<file path="src/rtl/rx_mon_pkg.sv">
package rx_mon_pkg;

  // ----------------------------------------------------------
  // Scalar widths that carry a meaning
  // ----------------------------------------------------------

  // Buffer occupancy in words, 0 to 3
  typedef logic [1:0] depth_t;

  // Slot index inside the three-entry buffer, 0 to 2
  typedef logic [1:0] ptr_t;

  // One event count; the window length uses the same width so a count never overflows
  typedef logic [15:0] evt_count_t;

  // ----------------------------------------------------------
  // Buffer status word, 7 bits, MSB first
  // ----------------------------------------------------------

  // The event bits and out_ready_q describe the previous cycle
  // The depth field is the current occupancy
  typedef struct packed {
    logic   in_stall;
    logic   in_taken;
    logic   out_stall;
    logic   out_taken;
    logic   out_ready_q;
    depth_t depth;
  } buf_status_t;

  // Monitor results, one count per event bit
  typedef struct packed {
    evt_count_t in_stall_cnt;
    evt_count_t in_taken_cnt;
    evt_count_t out_stall_cnt;
    evt_count_t out_taken_cnt;
  } mon_counts_t;

  // Monitor state machine encoding
  typedef enum logic [1:0] {
    MON_IDLE = 2'd0,
    MON_RUN  = 2'd1,
    MON_DONE = 2'd2
  } mon_state_e;

endpackage

</file>
<file path="src/rtl/rx_triple_buffer.sv">
`timescale 1ns/1ps

// Three-entry decoupling buffer between two valid/ready ports on one clock
// Words leave in the order they arrived
module rx_triple_buffer
  import rx_mon_pkg::*;
#(
  parameter int DATA_W         = 32,
  parameter int RESET_DATAPATH = 0
) (
  input  logic              clk,
  input  logic              rst_n,
  input  logic              in_valid,
  input  logic [DATA_W-1:0] in_data,
  output logic              in_ready,
  output logic              out_valid,
  output logic [DATA_W-1:0] out_data,
  input  logic              out_ready,
  output buf_status_t       status
);

  // ----------------------------------------------------------
  // Storage and control registers
  // ----------------------------------------------------------

  // Data slots, written at the write pointer and read at the read pointer
  logic [DATA_W-1:0] slot_q [3];

  ptr_t   wr_ptr_q;
  ptr_t   wr_ptr_d;
  ptr_t   rd_ptr_q;
  ptr_t   rd_ptr_d;
  depth_t depth_q;
  depth_t depth_d;
  logic   in_ready_q;

  // Registered event bits plus the sampled out_ready, in status order
  logic [4:0] evt_q;

  // Handshake decodes for the current cycle
  logic in_taken;
  logic in_stall;
  logic out_taken;
  logic out_stall;

  // ----------------------------------------------------------
  // Port handshakes
  // ----------------------------------------------------------

  assign in_ready  = in_ready_q;
  assign in_taken  = in_valid & in_ready_q;
  assign in_stall  = in_valid & ~in_ready_q;

  // Output is valid whenever a word is held, so a word written at an edge shows from that edge
  assign out_valid = (depth_q != depth_t'(0));
  assign out_taken = out_valid & out_ready;
  assign out_stall = out_valid & ~out_ready;

  // Head of the buffer is always presented, and holds while the read pointer holds
  assign out_data  = slot_q[rd_ptr_q];

  // ----------------------------------------------------------
  // Next-state logic
  // ----------------------------------------------------------

  always_comb begin
    // Depth moves only on a lone accept or a lone send
    case ({in_taken, out_taken})
      2'b10:   depth_d = depth_q + depth_t'(1);
      2'b01:   depth_d = depth_q - depth_t'(1);
      default: depth_d = depth_q;
    endcase

    // Pointers step through slots 0, 1, 2 and wrap back to 0
    wr_ptr_d = wr_ptr_q;
    if (in_taken) begin
      wr_ptr_d = (wr_ptr_q == ptr_t'(2)) ? ptr_t'(0) : wr_ptr_q + ptr_t'(1);
    end

    rd_ptr_d = rd_ptr_q;
    if (out_taken) begin
      rd_ptr_d = (rd_ptr_q == ptr_t'(2)) ? ptr_t'(0) : rd_ptr_q + ptr_t'(1);
    end
  end

  // ----------------------------------------------------------
  // Control registers
  // ----------------------------------------------------------

  always_ff @(posedge clk or negedge rst_n) begin
    if (!rst_n) begin
      wr_ptr_q   <= '0;
      rd_ptr_q   <= '0;
      depth_q    <= '0;
      // Empty after reset, so upstream may send at once
      in_ready_q <= 1'b1;
      evt_q      <= '0;
    end else begin
      wr_ptr_q   <= wr_ptr_d;
      rd_ptr_q   <= rd_ptr_d;
      depth_q    <= depth_d;
      // Drops in the same cycle the third slot fills, rises the cycle after one frees
      in_ready_q <= (depth_d != depth_t'(3));
      evt_q      <= {in_stall, in_taken, out_stall, out_taken, out_ready};
    end
  end

  // Event bits lag the ports by one cycle, depth is current
  assign status = {evt_q, depth_q};

  // ----------------------------------------------------------
  // Data slots
  // ----------------------------------------------------------

  if (RESET_DATAPATH != 0) begin : g_slot_rst
    always_ff @(posedge clk or negedge rst_n) begin
      if (!rst_n) begin
        slot_q <= '{default: '0};
      end else if (in_taken) begin
        slot_q[wr_ptr_q] <= in_data;
      end
    end
  end else begin : g_slot_norst
    always_ff @(posedge clk) begin
      if (in_taken) begin
        slot_q[wr_ptr_q] <= in_data;
      end
    end
  end

endmodule

</file>
<file path="src/rtl/rx_event_counters.sv">
`timescale 1ns/1ps

// Four event counters fed by the buffer status event bits
// Each counter is as wide as the window, so it cannot wrap within one window
module rx_event_counters
  import rx_mon_pkg::*;
(
  input  logic        clk,
  input  logic        rst_n,
  input  logic        count_clear,
  input  logic        count_en,
  input  buf_status_t events,
  output mon_counts_t counts
);

  // ----------------------------------------------------------
  // Increment values
  // ----------------------------------------------------------

  // Each event bit widened to a count, zero when counting is off
  evt_count_t inc_in_stall;
  evt_count_t inc_in_taken;
  evt_count_t inc_out_stall;
  evt_count_t inc_out_taken;

  mon_counts_t counts_q;

  always_comb begin
    inc_in_stall  = '0;
    inc_in_taken  = '0;
    inc_out_stall = '0;
    inc_out_taken = '0;
    if (count_en) begin
      inc_in_stall  = evt_count_t'(events.in_stall);
      inc_in_taken  = evt_count_t'(events.in_taken);
      inc_out_stall = evt_count_t'(events.out_stall);
      inc_out_taken = evt_count_t'(events.out_taken);
    end
  end

  // ----------------------------------------------------------
  // Count registers
  // ----------------------------------------------------------

  // Clear wins over counting, although the FSM never raises both at once
  always_ff @(posedge clk or negedge rst_n) begin
    if (!rst_n) begin
      counts_q <= '0;
    end else if (count_clear) begin
      counts_q <= '0;
    end else begin
      counts_q.in_stall_cnt  <= counts_q.in_stall_cnt + inc_in_stall;
      counts_q.in_taken_cnt  <= counts_q.in_taken_cnt + inc_in_taken;
      counts_q.out_stall_cnt <= counts_q.out_stall_cnt + inc_out_stall;
      counts_q.out_taken_cnt <= counts_q.out_taken_cnt + inc_out_taken;
    end
  end

  // Counts hold between windows until the next clear
  assign counts = counts_q;

endmodule

</file>
<file path="src/rtl/rx_mon_fsm.sv">
`timescale 1ns/1ps

// Monitor state machine with a window down-timer
// A start in IDLE or DONE clears the counters and opens a window of mon_window cycles
module rx_mon_fsm
  import rx_mon_pkg::*;
(
  input  logic       clk,
  input  logic       rst_n,
  input  logic       mon_start,
  input  evt_count_t mon_window,
  output logic       count_clear,
  output logic       count_en,
  output logic       mon_done
);

  // ----------------------------------------------------------
  // State and timer
  // ----------------------------------------------------------

  mon_state_e state_q;
  mon_state_e state_d;
  evt_count_t timer_q;
  evt_count_t timer_d;

  // Start is only honoured outside a running window
  logic start_ok;

  assign start_ok = mon_start && (state_q != MON_RUN);

  always_comb begin
    state_d = state_q;
    timer_d = timer_q;
    case (state_q)
      MON_IDLE, MON_DONE: begin
        if (start_ok) begin
          // Window length is sampled together with the start strobe
          state_d = MON_RUN;
          timer_d = mon_window;
        end
      end
      MON_RUN: begin
        // Timer holds the cycles left in the window, including this one
        timer_d = timer_q - evt_count_t'(1);
        if (timer_q == evt_count_t'(1)) begin
          state_d = MON_DONE;
        end
      end
      default: begin
        state_d = MON_IDLE;
      end
    endcase
  end

  always_ff @(posedge clk or negedge rst_n) begin
    if (!rst_n) begin
      state_q <= MON_IDLE;
      timer_q <= '0;
    end else begin
      state_q <= state_d;
      timer_q <= timer_d;
    end
  end

  // ----------------------------------------------------------
  // Outputs
  // ----------------------------------------------------------

  // Clear lands on the same edge that enters RUN
  assign count_clear = start_ok;

  // Status bits lag the ports by one cycle, so RUN covers the start cycle onward
  assign count_en    = (state_q == MON_RUN);
  assign mon_done    = (state_q == MON_DONE);

endmodule

</file>
<file path="src/rtl/rx_buffer_top.sv">
`timescale 1ns/1ps

// Receive buffer with its event monitor
// The buffer status feeds both the output port and the counters
module rx_buffer_top
  import rx_mon_pkg::*;
#(
  parameter int DATA_W         = 32,
  parameter int RESET_DATAPATH = 0
) (
  input  logic              clk,
  input  logic              rst_n,
  // Upstream port
  input  logic              in_valid,
  input  logic [DATA_W-1:0] in_data,
  output logic              in_ready,
  // Downstream port
  output logic              out_valid,
  output logic [DATA_W-1:0] out_data,
  input  logic              out_ready,
  // Monitor control and results
  input  logic              mon_start,
  input  evt_count_t        mon_window,
  output logic              mon_done,
  output mon_counts_t       mon_counts,
  output buf_status_t       buf_status
);

  // ----------------------------------------------------------
  // Monitor control between FSM and counters
  // ----------------------------------------------------------

  logic count_clear;
  logic count_en;

  rx_triple_buffer #(
    .DATA_W         (DATA_W),
    .RESET_DATAPATH (RESET_DATAPATH)
  ) rx_triple_buffer_inst (
    .clk       (clk),
    .rst_n     (rst_n),
    .in_valid  (in_valid),
    .in_data   (in_data),
    .in_ready  (in_ready),
    .out_valid (out_valid),
    .out_data  (out_data),
    .out_ready (out_ready),
    .status    (buf_status)
  );

  rx_mon_fsm rx_mon_fsm_inst (
    .clk         (clk),
    .rst_n       (rst_n),
    .mon_start   (mon_start),
    .mon_window  (mon_window),
    .count_clear (count_clear),
    .count_en    (count_en),
    .mon_done    (mon_done)
  );

  // Counters read the event bits of the same status word seen at the port
  rx_event_counters rx_event_counters_inst (
    .clk         (clk),
    .rst_n       (rst_n),
    .count_clear (count_clear),
    .count_en    (count_en),
    .events      (buf_status),
    .counts      (mon_counts)
  );

endmodule

</file>
<file path="config.mk">
export PLATFORM = sky130hd
export DESIGN_NAME = rx_buffer_top
export DESIGN_NICKNAME = d
export VERILOG_FILES = /design/src/rtl/rx_mon_pkg.sv /design/src/rtl/rx_triple_buffer.sv /design/src/rtl/rx_event_counters.sv /design/src/rtl/rx_mon_fsm.sv /design/src/rtl/rx_buffer_top.sv
export SDC_FILE = /design/constraint.sdc
export NUM_CORES = 1
export LEC_CHECK = 0
export BUFFER_PORTS_ARGS = -buffer_cell sky130_fd_sc_hd__buf_2
export CORE_AREA = 2 2 177 92
export CTS_BUF_LIST = sky130_fd_sc_hd__clkbuf_2
export DETAILED_ROUTE_END_ITERATION = 8
export DIE_AREA = 0 0 179 94
export HOLD_SLACK_MARGIN = 0.02
export PLACE_DENSITY = 0.76
export SYNTH_ARGS = -nofsm -noshare
export SYNTH_HDL_FRONTEND = slang
export SYNTH_SLANG_ARGS = --single-unit
</file>
<file path="constraint.sdc">
create_clock -name clk -period 3.9 [get_ports clk]
set_input_delay 0 -clock clk [delete_from_list [all_inputs] [get_ports clk]]
set_output_delay 0 -clock clk [all_outputs]
set_load 0.05 [all_outputs]
</file>
# --- Yosys cells after proc, flatten, opt, wreduce, memory -nomap -nowiden ---
# Memories as Yosys holds them, arrays and structs flattened.
# Cells that the tools add are included.
word_totals:
  ff_bits: 94
  ramBits: 96
  inputBits: 53
  out_inout_bits: 106
  elab_cells: 60
  n_memories: 1
mem_list:
  columns: ["memory", "depth", "word_bits", "rd", "rd_clocked_by_memory_dff", "wr", "line_no", "source"]
  rows:
  - ["rx_triple_buffer_inst.slot_q", 3, 32, 1, 0, 1, "rx_triple_buffer.sv:27", "logic [DATA_W-1:0] slot_q [3];"]
op_classes:
  add_sub_neg: 9
  n_eq_ne: 11
  mux: 15
  bitwise_logic: 6
  reduce_logical: 7
ops:
  columns: ["operator", "count"]
  rows:
  - ["64-bit 2-to-1 mux", 1]
  - ["16-bit by 1-bit adder with 16-bit output", 3]
  - ["16-bit case mux with 2 select lines", 1]
  - ["16-bit adder", 1]
  - ["16-bit by 1-bit equality test with 1-bit output, second input constant", 1]
  - ["16-bit 2-to-1 mux", 1]
  - ["16-bit by 1-bit subtractor with 16-bit output, second input constant", 1]
  - ["2-bit equality test, second input constant", 4]
  - ["2-bit 2-to-1 mux", 4]
  - ["2-bit case mux with 2 select lines", 2]
  - ["2-bit by 1-bit adder with 2-bit output, second input constant", 3]
  - ["1-bit 2-to-1 mux", 6]
  - ["1-bit bitwise AND", 4]
  - ["2-bit by 1-bit equality test with 1-bit output, second input constant", 2]
  - ["2-bit by 1-bit inequality test with 1-bit output, second input constant", 2]
  - ["2-bit inequality test, second input constant", 2]
  - ["2-bit AND reduction", 2]
  - ["2-bit nonzero test", 2]
  - ["2-bit zero test", 1]
  - ["1-bit inverter", 2]
  - ["2-bit OR reduction", 1]
  - ["2-bit by 1-bit subtractor with 2-bit output, second input constant", 1]
  - ["1-bit logical AND", 1]

# --- Logic depth before layout (Yosys ltp) ---
depth:
  depth_word: 5
  ltp_mapped: 8
  ltp_nobuf: 8

# --- Modules after synthesis ---
# Synthesis repeated with hierarchy kept, for this count alone.
hier_totals:
  cells_unflattened: 694
  area_unflattened_um2: 8390.5
modules_own_cells:
  columns: ["mod", "n_inst", "cells_per_inst", "area_per_inst_um2", "seq_area_each_um2"]
  rows:
  - ["rx_triple_buffer", 1, 240, 4022.6, 3184.3]
  - ["rx_event_counters", 1, 334, 3271.9, 1601.5]
  - ["rx_mon_fsm", 1, 120, 1096.1, 450.4]

# --- Worst setup path after synthesis ---
# Ideal clock, no wire load.
synth_path:
  path_type: "register to register"
  from: "register rx_triple_buffer_inst.in_ready_q, in the netlist rx_triple_buffer_inst.in_ready"
  to: "memory rx_triple_buffer_inst.slot_q[1][0] (enable)"
  setup_ps: 471
  t_arrival_ps: 3381
  required_time_ps: 3429
  setup_slack_ps: 48
  stages_incl_launch_ff: 3
  path_buffers: 0
  period_less_slack_ps: 3852
  path_cell_list: "dfstp_2 -> nand2_1 -> nor3b_1"
synth_between:
  elab_chain_len: 3
synth_rtl:
  columns: ["element", "line_no", "source"]
  rows:
  - ["start: declaration", "rx_triple_buffer.sv:35", "logic in_ready_q;"]
  - ["start signal: assignment", "rx_triple_buffer.sv:103", "in_ready_q <= (depth_d != depth_t'(3));"]
  - ["1-bit bitwise AND", "rx_triple_buffer.sv:51", "assign in_taken = in_valid & in_ready_q;"]
  - ["1-bit 2-to-1 mux", "rx_triple_buffer.sv:125", "if (in_taken) begin"]
  - ["1-bit 2-to-1 mux (implied by the code)", "rx_triple_buffer.sv:126", "slot_q[wr_ptr_q] <= in_data;"]
  - ["end: declaration", "rx_triple_buffer.sv:27", null]
# Every way passes these cells.

# --- Worst setup path in the final report ---
layout_path:
  from: "register rx_mon_fsm_inst.timer_q[6]"
  to: "register rx_mon_fsm_inst.timer_q[15]"
layout_between:
  elab_chain_len: 2
layout_rtl:
  columns: ["element", "line_no", "source"]
  rows:
  - ["start: declaration", "rx_mon_fsm.sv:23", "evt_count_t timer_q;"]
  - ["start signal: assignment", "rx_mon_fsm.sv:61", "timer_q <= timer_d;"]
  - ["16-bit by 1-bit subtractor with 16-bit output", "rx_mon_fsm.sv:44", "timer_d = timer_q - evt_count_t'(1);"]
  - ["16-bit case mux with 2 select lines", "rx_mon_fsm.sv:34", "case (state_q)"]
# Every way passes these cells.
# A chain may end at the register's enable or synchronous reset.

==> impl_metrics.env <==
export IMPL_fin_crit_ns=3.01
export IMPL_avgSynthCellArea_um2=12.2
export IMPL_area_growth_pct=31.7
export IMPL_ir_drop_uv=522
export IMPL_relSlewSlack_pct=27.9
export IMPL_fp_coreArea_um2=15200
export IMPL_htreeDepth=4
export IMPL_grt_pass1_vias=6213
export IMPL_routed_wl_um=19200
export IMPL_crit_fanout=7
export IMPL_reg2regPathDepth=5
export IMPL_final_area_um2=10700
export IMPL_status="finished, final reports clean"
export IMPL_ys_warn_count=0
export IMPL_fill_cells=1061
export IMPL_hold_viol_final=0
export IMPL_synth_cell_types=46
export IMPL_synth_edf_count=96
export IMPL_ff_latch_area_um2=5240
export IMPL_io_pin_count=159
export IMPL_wl_per_cell_um=16.4
export IMPL_worstHoldPathType="input port to flop"
export IMPL_grt_use_total_pct=23.5
export IMPL_p_leak_nw=4.54
export IMPL_worst_setup_path_type="flop to flop"
export IMPL_multiInputGateArea_um2=2750
export IMPL_grt_pass1_wl_um=30300
export IMPL_antenna_found_initial=1
export IMPL_ys_seq_area_share_pct=64.6
export IMPL_dpl_cell_count=1009
export IMPL_firstDrtPassIters=5
export IMPL_synthTopCellsByArea="edfxtp_1, dfrtp_1, mux2i_1"
export IMPL_synth_flop_cell="edfxtp_1"
export IMPL_final_period_utilization_pct=77.3
export IMPL_power_mw=6.78
export IMPL_cts_root_buf="clkbuf_2"
export IMPL_final_cells=1169
export IMPL_place_congestion=0.836
export IMPL_grt_setup_unrepaired="no"
export IMPL_cts_tree="built"
export IMPL_vias_per_cell=5.39
export IMPL_final_common_cell="buf_2"
export IMPL_endpoint_kind="flop"
export IMPL_path_cells="or4_1 > or4_4 > nor4_1 > mux2i_1 > dlygate4sd3_1"
export IMPL_yosys_area_top_type_share_pct=35.6
export IMPL_yosysTopAreaCell="edfxtp_1"
export IMPL_drive_gt1_share_pct=22.2
export IMPL_cp_depth=5
export IMPL_async_reset_ff_share_pct=49.5
export IMPL_hold_depth=5
export IMPL_power_per_cell_area_nw_per_um2=636
export IMPL_dp_hpwl_um=10900
export IMPL_max_freq_mhz=332
export IMPL_report_final_setup_viol=0
export IMPL_drt_iter0_drc=477
export IMPL_numCtsBuffers=17
export IMPL_cts_setup_buffers=0
export IMPL_ant_nets=0
export IMPL_clk_pin_slew_ns=0.29
export IMPL_die_y_um=94
export IMPL_rows=32
export IMPL_io_buffers=158
export IMPL_drv_cap=0
export IMPL_cp_num_buf_inv=1
export IMPL_clk_latency_ns=0.74
export IMPL_crit_path_top_delay_cell="or4_1"
export IMPL_die_area_um2=16800
export IMPL_required_ns=4.58
export IMPL_overflow=0
export IMPL_synthesis_nets=729
export IMPL_syn_area_um2=8100
export IMPL_max_slew_worst_pin_slew_ns=1.08
export IMPL_tns_ns=0
export IMPL_timing_critical_path_slowest_cell_delay_ns=0.67
export IMPL_nets=1015
export IMPL_pre_cts_slack_ns=1.49
export IMPL_final_cell_mix="buf_2, dlygate4sd3_1, edfxtp_1, dfrtp_1, nand2_1"
export IMPL_die_x_um=179
export IMPL_vias=6301
export IMPL_final_max_slew_viol_count=0
export IMPL_cts_resized=0
export IMPL_cp_data_arrival_time_ns=3.69
export IMPL_clockBufferDepth=2
export IMPL_syn_inst=665
export IMPL_start_kind="flop"
export IMPL_clock_sinks=190
export IMPL_drcViolationCount=0
export IMPL_crit_family="simple AND/OR/NAND/NOR gates"
export IMPL_grt_start_max_net_pins=68
export IMPL_post_dp_cell_area_um2=9140
export IMPL_finalClockSkew_ns=0.0512
export IMPL_start_util_pct=53.4
export IMPL_synth_seq_cells=190
export IMPL_setup_slack_ns=0.887
## worst min-delay path, cell delays in order
cell	delay (ns)
dlygate4sd3_1	0.53
buf_2	0.11
nand2_1	0.09
nand2_1	0.08
o21ai_0	0.07
## per-stage QoR
stage,util [%],hold WS [ns]
2_1_floorplan,-,-0.296
3_3_place_gp,60.2,0.136
3_5_place_dp,60.2,0.142
4_1_cts,70.3,0.0531
5_1_grt,70.3,0.0632
6_report,70.3,0.137
## synthesized netlist by cell type (2+ instances only)
cell / n
and2_1: 10
nand4_1: 19
a21o_1: 4
o21a_1: 2
buf_1: 3
a21oi_1: 15
nand2b_1: 2
or2_2: 4
nor2b_1: 5
nor3_1: 9
o211ai_1: 5
o21bai_1: 2
o21ai_0: 48
edfxtp_1: 96
a211oi_1: 2
nand2_1: 65
xor2_1: 27
nor2_1: 61
or3_1: 12
nor3b_1: 5
or4_1: 6
xnor2_1: 25
or4_4: 2
and4_1: 4
nor4_1: 12
or4_2: 3
nand3_1: 24
inv_1: 12
dfrtp_1: 93
clkbuf_1: 21
mux2i_1: 35
o31ai_1: 3
ha_1: 11
and3_1: 6
## cell families after synthesis
logic type	count (synthesis)	share of synthesized area (%)
simple gates	253	15.8
flops	190	64.6
compound gates	86	6.10
xor+xnor	52	5.62
buf+inv	37	1.73
mux	36	4.46
fa+ha+maj	11	1.70
## layout make-up
type	count	share of cell area, %
Sequential cell	190	49.1
Multi-Input combinational cell	438	25.8
Timing Repair Buffer	292	20.0
Tap cell	204	2.39
Clock inverter	12	1.35
Clock buffer	20	0.938
Inverter	12	0.422
Antenna cell	1	0.0235
## report_power, final
part / internal (mW) / switching (mW)
logic: 0.867 / 1.90
registers: 2.54 / 0.460
clock network: 0.363 / 0.655
## per-layer routing
layer / global-route usage, % / up-vias / routed length [um]
li1: - / 2982 / -
met1: 28.4 / 3071 / 7860
met2: 40.6 / 206 / 9740
met5: 0 / - / 0
met4: 9.01 / 0 / 460
met3: 6.35 / 42 / 1100
## final timing paths
check	from	to	slack (ns)
worst max-delay path	rx_mon_fsm_inst.timer_q[6]	rx_mon_fsm_inst.timer_q[15]	0.89
max in group asynchronous	rst_n	rx_event_counters_inst.counts[42]	3.23
worst max register to register	rx_mon_fsm_inst.timer_q[6]	rx_mon_fsm_inst.timer_q[15]	0.89
worst min register to register	rx_triple_buffer_inst.depth_q[1]	rx_triple_buffer_inst.depth_q[1]	0.53
worst min-delay path	out_ready	rx_triple_buffer_inst.rd_ptr_q[1]	0.14
min in group asynchronous	rst_n	rx_triple_buffer_inst.in_ready	0.30
## sequential cells by signal (all words and copies together), names as in the netlist
register	flops
rx_mon_fsm_inst.timer_q	16
rx_triple_buffer_inst.wr_ptr_q	2
rx_mon_fsm_inst.state_q	2
rx_triple_buffer_inst.in_ready	1
rx_triple_buffer_inst.depth_q	2
rx_triple_buffer_inst.evt_q	5
rx_triple_buffer_inst.rd_ptr_q	2
rx_event_counters_inst.counts	64
rx_triple_buffer_inst.slot_q	96
## timing repair
action / in CTS / in global routing
endpoints found under the hold margin: 260 / 0
endpoints found under the setup margin: 0 / 0
hold buffers: 127 / 0
Note: power is estimated with default switching activity, not from simulation.
